$ cat src/scache_pkg.sv
package scache_pkg;

   localparam int SCACHE_DWID       = 32;
   localparam int SCACHE_BANK_WORDS = 64;
   localparam int SCACHE_NUM_BANKS  = 2;

   // byte address covering all banks, 512 bytes
   localparam int SCACHE_ADDR_W =
      $clog2(SCACHE_NUM_BANKS * SCACHE_BANK_WORDS * (SCACHE_DWID / 8));

   localparam int SCACHE_WIDX_W = $clog2(SCACHE_BANK_WORDS);

   typedef logic [SCACHE_DWID-1:0]     data_t;
   typedef logic [SCACHE_DWID/8-1:0]   be_t;

   // [8] bank, [7:2] word index, [1:0] byte offset
   typedef logic [SCACHE_ADDR_W-1:0]   byte_addr_t;

   // one bit wider than the address, sum wraps modulo 512
   typedef logic [SCACHE_ADDR_W:0]     gap_t;

   typedef logic [SCACHE_WIDX_W-1:0]   word_idx_t;

   // code 3 reads as byte and writes as word
   typedef enum logic [1:0] {
      SIZE_WORD = 2'd0,
      SIZE_HALF = 2'd1,
      SIZE_BYTE = 2'd2
   } access_size_e;

endpackage

$ cat src/scache_stride_agu.sv
`timescale 1ns/1ns

module scache_stride_agu
   import scache_pkg::*;
(
   input  logic       clk,
   input  logic       rst_n,
   input  logic       start,
   input  byte_addr_t dst_addr,
   input  byte_addr_t sub_len,
   input  byte_addr_t sub_gap,
   input  byte_addr_t sys_len,
   input  gap_t       sys_gap,
   input  logic       step,
   output byte_addr_t addr,
   output logic       active,
   output logic       last
);

   byte_addr_t sub_cnt;        // word within current run
   byte_addr_t sys_cnt;        // run number
   byte_addr_t sub_last_idx;
   byte_addr_t sys_last_idx;
   byte_addr_t sub_gap_r;
   gap_t       sys_gap_r;
   logic       run_end;
   logic       advance;

   assign run_end = (sub_cnt == sub_last_idx);
   assign last    = active && run_end && (sys_cnt == sys_last_idx);
   assign advance = active && step;

   // stride config captured with the command
   always_ff @(posedge clk) begin
      if (start) begin
         sub_last_idx <= sub_len - 1'b1;   // 0 wraps to 511, a 512-word run
         sys_last_idx <= sys_len - 1'b1;
         sub_gap_r    <= sub_gap;
         sys_gap_r    <= sys_gap;
      end
   end

   always_ff @(posedge clk or negedge rst_n) begin
      if (!rst_n) begin
         active  <= 1'b0;
         addr    <= '0;
         sub_cnt <= '0;
         sys_cnt <= '0;
      end else if (start) begin
         active  <= 1'b1;
         addr    <= dst_addr;
         sub_cnt <= '0;
         sys_cnt <= '0;
      end else if (advance) begin
         if (last) begin
            active <= 1'b0;
         end else if (run_end) begin
            sub_cnt <= '0;
            sys_cnt <= sys_cnt + 1'b1;
            addr    <= byte_addr_t'(addr + sys_gap_r);   // outer jump from run end
         end else begin
            sub_cnt <= sub_cnt + 1'b1;
            addr    <= addr + sub_gap_r;
         end
      end
   end

   // once the final address is consumed the generator stays quiet
   a_last_ends: assert property (@(posedge clk) disable iff (!rst_n)
      (step && last && !start) |=> (!active && !last));

endmodule

$ cat src/scache_wr_pack.sv
`timescale 1ns/1ns

module scache_wr_pack
   import scache_pkg::*;
(
   input  access_size_e size,
   input  logic [1:0]   offset,
   input  data_t        data,
   output data_t        lane_data,
   output be_t          mask
);

   always_comb begin
      case (size)
         SIZE_BYTE: begin
            lane_data = data_t'(data[7:0]) << {offset, 3'b000};
            mask      = be_t'(4'b0001) << offset;            // one lane
         end
         SIZE_HALF: begin
            lane_data = data_t'(data[15:0]) << {offset[1], 4'b0000};
            mask      = be_t'(4'b0011) << {offset[1], 1'b0};  // low or high half
         end
         default: begin
            // word, and the unused code 3
            lane_data = data;
            mask      = '1;
         end
      endcase
   end

endmodule

$ cat src/scache_bank_arb.sv
`timescale 1ns/1ns

module scache_bank_arb
   import scache_pkg::*;
(
   input  byte_addr_t      wr_addr,
   input  byte_addr_t      rd_addr,
   input  logic            wr_go,
   input  logic            rd_active,
   input  logic            rd_ready,
   input  data_t           lane_data,
   input  be_t             mask,
   output logic            rd_stall,
   output logic            rd_launch,
   output logic [1:0]      bank_en,
   output logic [1:0]      bank_we,
   output word_idx_t [1:0] bank_addr,
   output data_t [1:0]     bank_wdata,
   output be_t [1:0]       bank_mask
);

   logic [1:0] wr_sel;     // write hits this bank
   logic [1:0] rd_sel;     // pending read hits this bank
   logic       conflict;

   always_comb begin
      for (int b = 0; b < SCACHE_NUM_BANKS; b++) begin
         wr_sel[b] = wr_go && (wr_addr[SCACHE_ADDR_W-1] == 1'(b));
         rd_sel[b] = rd_active && (rd_addr[SCACHE_ADDR_W-1] == 1'(b));
      end

      // write wins and the read waits a cycle
      conflict  = |(wr_sel & rd_sel);
      rd_stall  = conflict || !rd_ready;
      rd_launch = rd_active && !rd_stall;

      for (int b = 0; b < SCACHE_NUM_BANKS; b++) begin
         bank_en[b]    = wr_sel[b] || (rd_sel[b] && rd_launch);
         bank_we[b]    = wr_sel[b];
         bank_addr[b]  = wr_sel[b] ? wr_addr[SCACHE_ADDR_W-2:2] : rd_addr[SCACHE_ADDR_W-2:2];
         bank_wdata[b] = lane_data;
         bank_mask[b]  = wr_sel[b] ? mask : '0;
      end
   end

endmodule

$ cat src/scache_sram_bank.sv
`timescale 1ns/1ns

module scache_sram_bank
   import scache_pkg::*;
(
   input  logic      clk,
   input  logic      en,
   input  logic      we,
   input  word_idx_t addr,
   input  data_t     wdata,
   input  be_t       mask,
   output data_t     rdata
);

   data_t mem [SCACHE_BANK_WORDS];

   always_ff @(posedge clk) begin
      if (en && we) begin
         for (int i = 0; i < SCACHE_DWID / 8; i++) begin
            if (mask[i]) begin
               mem[addr][i*8 +: 8] <= wdata[i*8 +: 8];
            end
         end
      end
      // rdata only moves on a read, so writes leave it alone
      if (en && !we) begin
         rdata <= mem[addr];
      end
   end

endmodule

$ cat src/scache_rd_unpack.sv
`timescale 1ns/1ns

module scache_rd_unpack
   import scache_pkg::*;
(
   input  logic         clk,
   input  logic         rst_n,
   input  logic         launch,
   input  logic         launch_bank,
   input  logic         launch_last,
   input  logic [1:0]   launch_offset,
   input  access_size_e size,
   input  logic         sign_ext,
   input  data_t [1:0]  bank_rdata,
   input  logic         rd_ready,
   output logic         rd_valid,
   output logic         rd_last,
   output data_t        rd_data
);

   logic       s1_valid;   // ram stage holds a beat
   logic       s1_last;
   logic       s1_bank;
   logic [1:0] s1_offset;
   data_t      raw;
   data_t      ext;
   logic [15:0] half_v;
   logic [7:0]  byte_v;

   always_ff @(posedge clk or negedge rst_n) begin
      if (!rst_n) begin
         s1_valid <= 1'b0;
         s1_last  <= 1'b0;
         rd_valid <= 1'b0;
         rd_last  <= 1'b0;
      end else if (rd_ready) begin
         s1_valid <= launch;
         s1_last  <= launch && launch_last;
         rd_valid <= s1_valid;
         rd_last  <= s1_last;
      end
   end

   // lane info follows the address into the ram stage
   always_ff @(posedge clk) begin
      if (launch) begin
         s1_bank   <= launch_bank;
         s1_offset <= launch_offset;
      end
   end

   assign raw    = s1_bank ? bank_rdata[1] : bank_rdata[0];
   assign half_v = s1_offset[1] ? raw[31:16] : raw[15:0];
   assign byte_v = raw[{s1_offset, 3'b000} +: 8];

   always_comb begin
      case (size)
         SIZE_WORD: ext = raw;
         SIZE_HALF: ext = {{16{sign_ext & half_v[15]}}, half_v};
         default:   ext = {{24{sign_ext & byte_v[7]}}, byte_v};   // byte, also code 3
      endcase
   end

   always_ff @(posedge clk) begin
      if (rd_ready && s1_valid) begin
         rd_data <= ext;
      end
   end

   // a stalled beat is held until the sink takes it
   a_hold_beat: assert property (@(posedge clk) disable iff (!rst_n)
      (rd_valid && !rd_ready) |=> ($stable(rd_valid) && $stable(rd_data) && $stable(rd_last)));

endmodule

$ cat src/scache_cflow_top.sv
`timescale 1ns/1ns

module scache_cflow_top
   import scache_pkg::*;
(
   input  logic         clk,
   input  logic         rst_n,
   input  logic         wr_en,
   input  logic         wr_valid,
   input  data_t        wr_data,
   input  byte_addr_t   wr_dst_addr,
   input  access_size_e wr_size,
   input  byte_addr_t   wr_sub_len,
   input  byte_addr_t   wr_sub_gap,
   input  byte_addr_t   wr_sys_len,
   input  gap_t         wr_sys_gap,
   output logic         wr_done,
   input  logic         rd_en,
   input  logic         rd_sign_ext,
   input  byte_addr_t   rd_dst_addr,
   input  access_size_e rd_size,
   input  byte_addr_t   rd_sub_len,
   input  byte_addr_t   rd_sub_gap,
   input  byte_addr_t   rd_sys_len,
   input  gap_t         rd_sys_gap,
   input  logic         rd_ready,
   output logic         rd_valid,
   output logic         rd_last,
   output logic         rd_idle,
   output data_t        rd_data
);

   byte_addr_t      wr_addr, rd_addr;
   logic            wr_active, rd_active;
   logic            wr_addr_last, rd_addr_last;
   logic            wr_go;
   logic            rd_stall, rd_launch;
   data_t           lane_data;
   be_t             lane_mask;
   logic [1:0]      bank_en, bank_we;
   word_idx_t [1:0] bank_addr;
   data_t [1:0]     bank_wdata;
   be_t [1:0]       bank_mask;
   data_t           bank0_rdata, bank1_rdata;
   access_size_e    wr_size_r, rd_size_r;
   logic            rd_sign_ext_r;

   assign wr_go   = wr_valid && wr_active;     // no ready, every valid word lands
   assign wr_done = wr_go && wr_addr_last;

   always_ff @(posedge clk or negedge rst_n) begin
      if (!rst_n) begin
         wr_size_r     <= SIZE_WORD;
         rd_size_r     <= SIZE_WORD;
         rd_sign_ext_r <= 1'b0;
         rd_idle       <= 1'b1;
      end else begin
         if (wr_en) begin
            wr_size_r <= wr_size;
         end
         if (rd_en) begin
            rd_size_r     <= rd_size;
            rd_sign_ext_r <= rd_sign_ext;
            rd_idle       <= 1'b0;
         end else if (rd_valid && rd_ready && rd_last) begin
            rd_idle <= 1'b1;   // final beat taken
         end
      end
   end

   scache_stride_agu u_wr_agu (
      .clk      (clk),
      .rst_n    (rst_n),
      .start    (wr_en),
      .dst_addr (wr_dst_addr),
      .sub_len  (wr_sub_len),
      .sub_gap  (wr_sub_gap),
      .sys_len  (wr_sys_len),
      .sys_gap  (wr_sys_gap),
      .step     (wr_valid),
      .addr     (wr_addr),
      .active   (wr_active),
      .last     (wr_addr_last)
   );

   scache_stride_agu u_rd_agu (
      .clk      (clk),
      .rst_n    (rst_n),
      .start    (rd_en),
      .dst_addr (rd_dst_addr),
      .sub_len  (rd_sub_len),
      .sub_gap  (rd_sub_gap),
      .sys_len  (rd_sys_len),
      .sys_gap  (rd_sys_gap),
      .step     (!rd_stall),
      .addr     (rd_addr),
      .active   (rd_active),
      .last     (rd_addr_last)
   );

   scache_wr_pack u_wr_pack (
      .size      (wr_size_r),
      .offset    (wr_addr[1:0]),
      .data      (wr_data),
      .lane_data (lane_data),
      .mask      (lane_mask)
   );

   scache_bank_arb u_bank_arb (
      .wr_addr    (wr_addr),
      .rd_addr    (rd_addr),
      .wr_go      (wr_go),
      .rd_active  (rd_active),
      .rd_ready   (rd_ready),
      .lane_data  (lane_data),
      .mask       (lane_mask),
      .rd_stall   (rd_stall),
      .rd_launch  (rd_launch),
      .bank_en    (bank_en),
      .bank_we    (bank_we),
      .bank_addr  (bank_addr),
      .bank_wdata (bank_wdata),
      .bank_mask  (bank_mask)
   );

   scache_sram_bank u_bank0 (
      .clk   (clk),
      .en    (bank_en[0]),
      .we    (bank_we[0]),
      .addr  (bank_addr[0]),
      .wdata (bank_wdata[0]),
      .mask  (bank_mask[0]),
      .rdata (bank0_rdata)
   );

   scache_sram_bank u_bank1 (
      .clk   (clk),
      .en    (bank_en[1]),
      .we    (bank_we[1]),
      .addr  (bank_addr[1]),
      .wdata (bank_wdata[1]),
      .mask  (bank_mask[1]),
      .rdata (bank1_rdata)
   );

   scache_rd_unpack u_rd_unpack (
      .clk           (clk),
      .rst_n         (rst_n),
      .launch        (rd_launch),
      .launch_bank   (rd_addr[SCACHE_ADDR_W-1]),
      .launch_last   (rd_addr_last),
      .launch_offset (rd_addr[1:0]),
      .size          (rd_size_r),
      .sign_ext      (rd_sign_ext_r),
      .bank_rdata    ({bank1_rdata, bank0_rdata}),
      .rd_ready      (rd_ready),
      .rd_valid      (rd_valid),
      .rd_last       (rd_last),
      .rd_data       (rd_data)
   );

endmodule

$ cat config.mk
export PLATFORM = sky130hd
export DESIGN_NAME = scache_cflow_top
export DESIGN_NICKNAME = d
export VERILOG_FILES = /design/src/scache_pkg.sv /design/src/scache_stride_agu.sv /design/src/scache_wr_pack.sv /design/src/scache_bank_arb.sv /design/src/scache_sram_bank.sv /design/src/scache_rd_unpack.sv /design/src/scache_cflow_top.sv
export SDC_FILE = /design/constraint.sdc
export NUM_CORES = 2
export LEC_CHECK = 0
export BUFFER_PORTS_ARGS = -buffer_cell sky130_fd_sc_hd__buf_2
export CAP_MARGIN = 0
export CORE_ASPECT_RATIO = 0.75
export CORE_MARGIN = 8
export CORE_UTILIZATION = 30
export DETAILED_ROUTE_END_ITERATION = 12
export MAX_ROUTING_LAYER = met4
export SLEW_MARGIN = 20
export SYNTH_ARGS = -nofsm -noshare
export SYNTH_HDL_FRONTEND = slang
export SYNTH_SLANG_ARGS = --single-unit
$ cat constraint.sdc
create_clock -name clk -period 7.4 [get_ports clk]
set_clock_uncertainty 0.1 [all_clocks]
set_input_delay 1.11 -clock clk [delete_from_list [all_inputs] [get_ports clk]]
set_output_delay 1.11 -clock clk [all_outputs]
set_load 0.05 [all_outputs]
**Word level (Yosys, flattened, before mapping)**

Memories as Yosys holds them, arrays and structs flattened. A register that Yosys moved wholly into a read port is not among the register bits.
Index checks and enable logic that the tools add are counted.

- Register bits after elaboration: 173
- Output and inout port bits: 36
- Word-level logic and storage cells: 168
- Bits in latches: 0
- RAM bits: 4096
- Memories: 2
- ROM bits: 0

Memory list:

| memory | depth | bits a word | read ports | clocked after memory_dff | wr ports | line | text |
|---|---|---|---|---|---|---|---|
| u_bank0.mem | 64 | 32 | 1 | 1 | 1 | scache_sram_bank.sv:15 | `data_t mem [SCACHE_BANK_WORDS];` |
| u_bank1.mem | 64 | 32 | 1 | 1 | 1 | scache_sram_bank.sv:15 |  |

- Magnitude comparators: 0
- Bitwise logic cells: 5
- Div/mod/pow operators: 0
- $add $sub $neg: 12
- Shifts and indexed selects: 5
- Mux-type cells: 65
- Multiply operators: 0
- Reductions and logical operators: 43
- Equal/unequal tests: 9

Operators with widths:

| operator | number |
|---|---|
| 9-bit two-way mux | 24 |
| 32-bit one-hot mux with 2 select lines | 2 |
| 9-bit by 1-bit adder with 9-bit output, second input constant | 4 |
| 9-bit adder | 4 |
| 9-bit equality test | 4 |
| 9-bit by 1-bit subtractor with 9-bit output, second input constant | 4 |
| 1-bit two-way mux | 32 |
| 32-bit two-way mux | 1 |
| 32-bit by 6-bit variable part select with 8-bit output | 1 |
| 16-bit by 5-bit << shifter with 32-bit output | 1 |
| 8-bit by 5-bit << shifter with 32-bit output | 1 |
| 1-bit logical AND | 21 |
| 16-bit two-way mux | 1 |
| 2-bit nonzero test | 7 |
| 6-bit two-way mux | 2 |
| 4-bit two-way mux | 2 |
| 4-bit one-hot mux with 2 select lines | 1 |
| 2-bit AND reduction | 4 |
| 3-bit AND reduction | 2 |
| 2-bit by 1-bit equality test with 1-bit output, second input constant | 2 |
| 1-bit zero test | 4 |
| 2-bit != test, second input constant | 2 |
| 1-bit by 2-bit << shifter with 4-bit output, first input constant | 1 |
| 2-bit by 2-bit << shifter with 4-bit output, first input constant | 1 |
| other kinds (7) | 11 |

**Depth between registers and ports, before layout**

- Depth in word-level cells: 12
- Depth in mapped cells: 14
- Mapped depth without buffers: 13

**Modules after synthesis**

From an unflattened synthesis, not the netlist that was laid out.

- Cells, all modules: 10238
- Area total of the unflattened synthesis: 170363.4 um^2

Modules (own cells, without submodules):

| module | instances | cells each | area an instance (um^2) | seq. area each (um^2) |
|---|---|---|---|---|
| scache_sram_bank | 2 | 4634 | 79740.2 | 62459.9 |
| scache_stride_agu (u_wr_agu) | 1 | 306 | 3448.3 | 1781.7 |
| scache_stride_agu (u_rd_agu) | 1 | 303 | 3433.3 | 1781.7 |
| scache_rd_unpack | 1 | 182 | 2504.9 | 1151.1 |
| scache_bank_arb | 1 | 96 | 767.0 | 0.0 |
| scache_wr_pack | 1 | 67 | 495.5 | 0.0 |
| scache_cflow_top | 1 | 16 | 234.0 | 151.4 |

**Least setup slack after synthesis**

No wires, ideal clock.

- Path type: register to register
- Start point: register wr_size_r[0]
- End point: memory u_bank0.mem[0][0] in the netlist's numbering (data pin)
- Setup slack: 2.111 ns
- Stages on the path, launching flop included: 7
- Period minus slack after synthesis: 5.289 ns
- Setup time: 0.825 ns
- Data required time: 6.475 ns
- Arrival time: 4.363 ns
- Cells stage by stage: dfrtp_1 > inv_1 > ha_1 > a21o_1 > clkbuf_1 > nor2_1 > nor2b_1

RTL lines:

| item | line | text |
|---|---|---|
| start, declared | scache_cflow_top.sv:45 | `access_size_e wr_size_r, rd_size_r;` |
| start signal, assigned | scache_cflow_top.sv:59 | `wr_size_r <= wr_size;` |
| end, declared | scache_sram_bank.sv:15 |  |

**Worst setup path in the final report**

- Start point: register u_wr_agu.active
- End point: register u_bank1.rdata[7], read port of u_bank1.mem (data pin)

- Longest elaborated chain between the ends: 10

RTL lines:

| item | line | text |
|---|---|---|
| start, declared | scache_stride_agu.sv:16 | `output logic active,` |
| start signal, assigned | scache_stride_agu.sv:45 | `active <= 1'b0;` |
| start signal, assigned | scache_stride_agu.sv:50 | `active <= 1'b1;` |
| start signal, assigned | scache_stride_agu.sv:56 | `active <= 1'b0;` |
| 1-bit logical AND * | scache_cflow_top.sv:48 | `assign wr_go = wr_valid && wr_active;` |
| 1-bit logical AND | scache_bank_arb.sv:28 | `wr_sel[b] = wr_go && (wr_addr[SCACHE_ADDR_W-1] == 1'(b));` |
| 2-bit bitwise AND | scache_bank_arb.sv:33 | `conflict = \|(wr_sel & rd_sel);` |
| 2-bit OR reduction | scache_bank_arb.sv:33 |  |
| 1-bit logical OR | scache_bank_arb.sv:34 | `rd_stall = conflict \|\| !rd_ready;` |
| 1-bit zero test | scache_bank_arb.sv:35 | `rd_launch = rd_active && !rd_stall;` |
| 1-bit logical AND | scache_bank_arb.sv:35 |  |
| 1-bit logical AND | scache_bank_arb.sv:38 | `bank_en[b] = wr_sel[b] \|\| (rd_sel[b] && rd_launch);` |
| 1-bit logical OR | scache_bank_arb.sv:38 |  |
| 1-bit logical AND | scache_sram_bank.sv:26 | `if (en && !we) begin` |
| end, declared | scache_sram_bank.sv:12 | `output data_t rdata` |

Every way passes the cells marked *; elsewhere a longest branch is shown, timed or not.
A chain may end at the register's enable or synchronous reset.

==> metrics <==
status=complete, no violations; Seq/Total Area, Yosys=80.6%; crit path time final=5.22 ns; Die Ht=650 um; R2R depth=8; Reg power frac=49.7%; final slew viol count=0; crit path kind=flop to flop; required time of the critical path=7.94 ns; H-tree depth=5; Post-Syn Instances=9014; Worst Path Max Fanout=23; synthesis warning total=0; FF+latch count, synth=roughly 4300; Hold Startpoint=rd_sys_gap[4]; # DRC=0; worst-margin pin slew=1.23 ns; WHS Endpoint=u_rd_agu.sys_gap_r[4]; Main synth FF type=edfxtp_1; io pins=between 150 and 200; Layout area overhead=14.4%; part of the cycle the worst path needs=70.6%; Bufs and invs on worst path=1; slowest stage delay, CP=0.89 ns; first-pass GRT wire length=between 600000 and 700000 um; Reg2Reg Capture Point=u_bank1.rdata[7]; Syn Area/Cell=between 15 and 20 um^2; setup TNS=0 ns; Combinational Power Share=roughly 14%; Power per Cell Area=310 nW/um^2; Post-CTS Setup Bufs=0; clk slew on worst S/H paths=0.07 ns; port bufs=around 170; antenna violations before repair=19; crit path cell chain=nand3_2 > mux2i_4 > buf_4 > a22o_1 > a221oi_1 > a31oi_1 > nor4_1 > nand2_1; Min Hold Slack=around 0.18 ns; Clock Path Buffers=4; top cell type's share of synthesized area=79.6%; Leak Pwr=around 56 nW; highest routed layer=met4; drt via density=between 5 and 6; Sw Share=a little over a quarter; max cap viols=0; wire per inst=27.8 um; Syn Nets=between 9000 and 10000; total number of vias=90900; Synth cell types=67; # fillers=50500; reg2reg start=u_wr_agu.active; largest net degree at the start of global routing=93; Initial Util=30.0%; Post-Syn Area=161000 um^2; Crit. Startpoint=u_wr_agu.active; vias in the first global route=between 80000 and 90000; final net count=9425; P_int=41.7 mW; Post-Route WL=466000 um; post-cts resize count=0; Worst path depth=8; core area=536000 um^2; Critical Path AT=between 5 and 6 ns; Crit path max-delay family=simple AND/OR/NAND/NOR gates; Slowest cell on crit path=nor4_1; Fmax=192 MHz; Worst slew margin=roughly 17%; Die Span X=862 um; initial DRC count=12700; drt first pass iters=6; die area=560000 um^2; share of cells above drive strength 1=11.8%; met2 routed WL=204000 um; CTS Sinks=roughly 4300; number of flops mapped to enable cells by yosys=4267; Hold Crit Class=input port to flop; final setup violating endpoints=0; Final Hold Fails=0; GRT Resource Usage Total=16.2%; num rows=about 230; GRT Residual Overflow=0; R2R Setup Slk=between 2 and 2.5 ns; RSZ-0062 raised after global routing=false; synth top area cells=edfxtp_1 80%, a22oi_1 4.8%, a22o_1 2.8%; hold depth=1; Yosys top cell by area=edfxtp_1; CTS tree=done; met1 WL=about 200000 um; Clock Power Share=36.5%; CTS Root Cell=clkbuf_16; Worst Setup End Kind=flop; critical path launch point type=flop; Synth top cells by count=4267 x edfxtp_1, 1028 x a22oi_1, 614 x nor2_1; Peak VDD IR=0.000223 V; Final HPWL DP=287000 um; hold buffer count at cts=1; ys async rst share=~1.5%; routability cong.=0.837; CTS Buf Count=around 420; DRT antenna net count=0; Psw=approximately 15 mW; most instantiated library cell after synthesis=edfxtp_1; clock latency at the later pin of the worst-skew pair=1.01 ns; DR WL met3=45100 um
[kinds of logic (layout without fill, tap and decap cells)]
logic type,Yosys count,count (layout),synth area share [%]
other cells,0,23,0
simple gates,1086,1086,2.97
buf+inv,632,1208,1.74
fa+ha+maj,28,28,0.227
compound gates,2702,2702,12.9
flops,4333,4333,80.6
xor+xnor,104,104,0.566
mux,129,129,0.999
[metal layers]
| layer | vias up | track usage [%] |
|---|---|---|
| met5 | - | - |
| met4 | 0 | 4.73 |
| met3 | 610 | 3.10 |
| met2 | 4775 | 23.3 |
| met1 | 47200 | 23.4 |
| li1 | 38300 | - |
[power groups by stage]
stage | clock (mW) | sequential, mW | combinational [mW]
after floorplan | 0 | 28.8 | 4.23
after global placement | 0 | 28.9 | 7.68
after detailed placement | 0 | 28.9 | 7.76
after CTS | 21.0 | 28.4 | 7.79
after global routing | 21.9 | 28.4 | 8.28
final | 20.8 | 28.4 | 7.88
[cell type report]
cell class              count  area (um^2)  share of cell area [%]
repair buffers            423         3320                    1.80
flip-flops and latches   4333       130000                    70.5
inverters                  39          166                  0.0904
multi-input cells        4049        28800                    15.6
diodes                     23         57.6                  0.0313
clock inverters           238         2240                    1.21
well taps                7167         8970                    4.87
clock buffers             508        10900                    5.91
[worst max path at each step]
stage | end | slack [ns]
after detailed placement | u_bank1.rdata[7] | 1.68
after global placement | u_bank1.rdata[7] | 1.73
after CTS | u_bank1.rdata[7] | 2.38
final | u_bank1.rdata[7] | 2.18
after floorplan | u_bank0.mem[0][0] | 2.11
after global routing | u_bank1.rdata[7] | 2.15
[sequential cells by signal, summed over array words and instances, names as in the netlist, 32 cells and up]
name,count
u_bank0.mem,2048
u_bank0.rdata,32
u_bank1.mem,2048
u_bank1.rdata,32
u_rd_unpack.rd_data,32
[placed cells by master, fill, tap and decap left out, types with 62 or more instances in the layout]
cell type / n
a221oi_1: 497
a22o_1: 494
a22oi_1: 1028
a31oi_1: 507
buf_2: 165
buf_4: 214
clkbuf_1: 84
clkbuf_16: 420
clkinv_1: 97
clkinv_2: 65
dfrtp_1: 65
edfxtp_1: 4267
mux2i_1: 63
nand2_1: 172
nor2_1: 612
nor4_1: 125
o21ai_0: 74
xor2_1: 62
[worst reg2reg max path: stages (launching register included)]
cell and delay (ns):
dfrtp_1 0.48, nand3_2 0.81, mux2i_4 0.69, buf_4 0.35, a22o_1 0.28, a221oi_1 0.59, a31oi_1 0.30, nor4_1 0.89
nand2_1 0.37
[through the flow]
step	total power, mW	instances	area (um^2)	utilization (%)	worst slack, ns
after floorplan	33.1	9014	161000	-	2.11
after global placement	36.6	16000	171000	31.9	1.73
after detailed placement	36.6	16000	171000	31.9	1.68
after CTS	57.2	16800	184000	34.4	2.38
after global routing	58.5	16800	184000	34.4	2.15
final	57.1	16800	184000	34.4	2.18
Note: power is estimated with default switching activity, not from simulation.
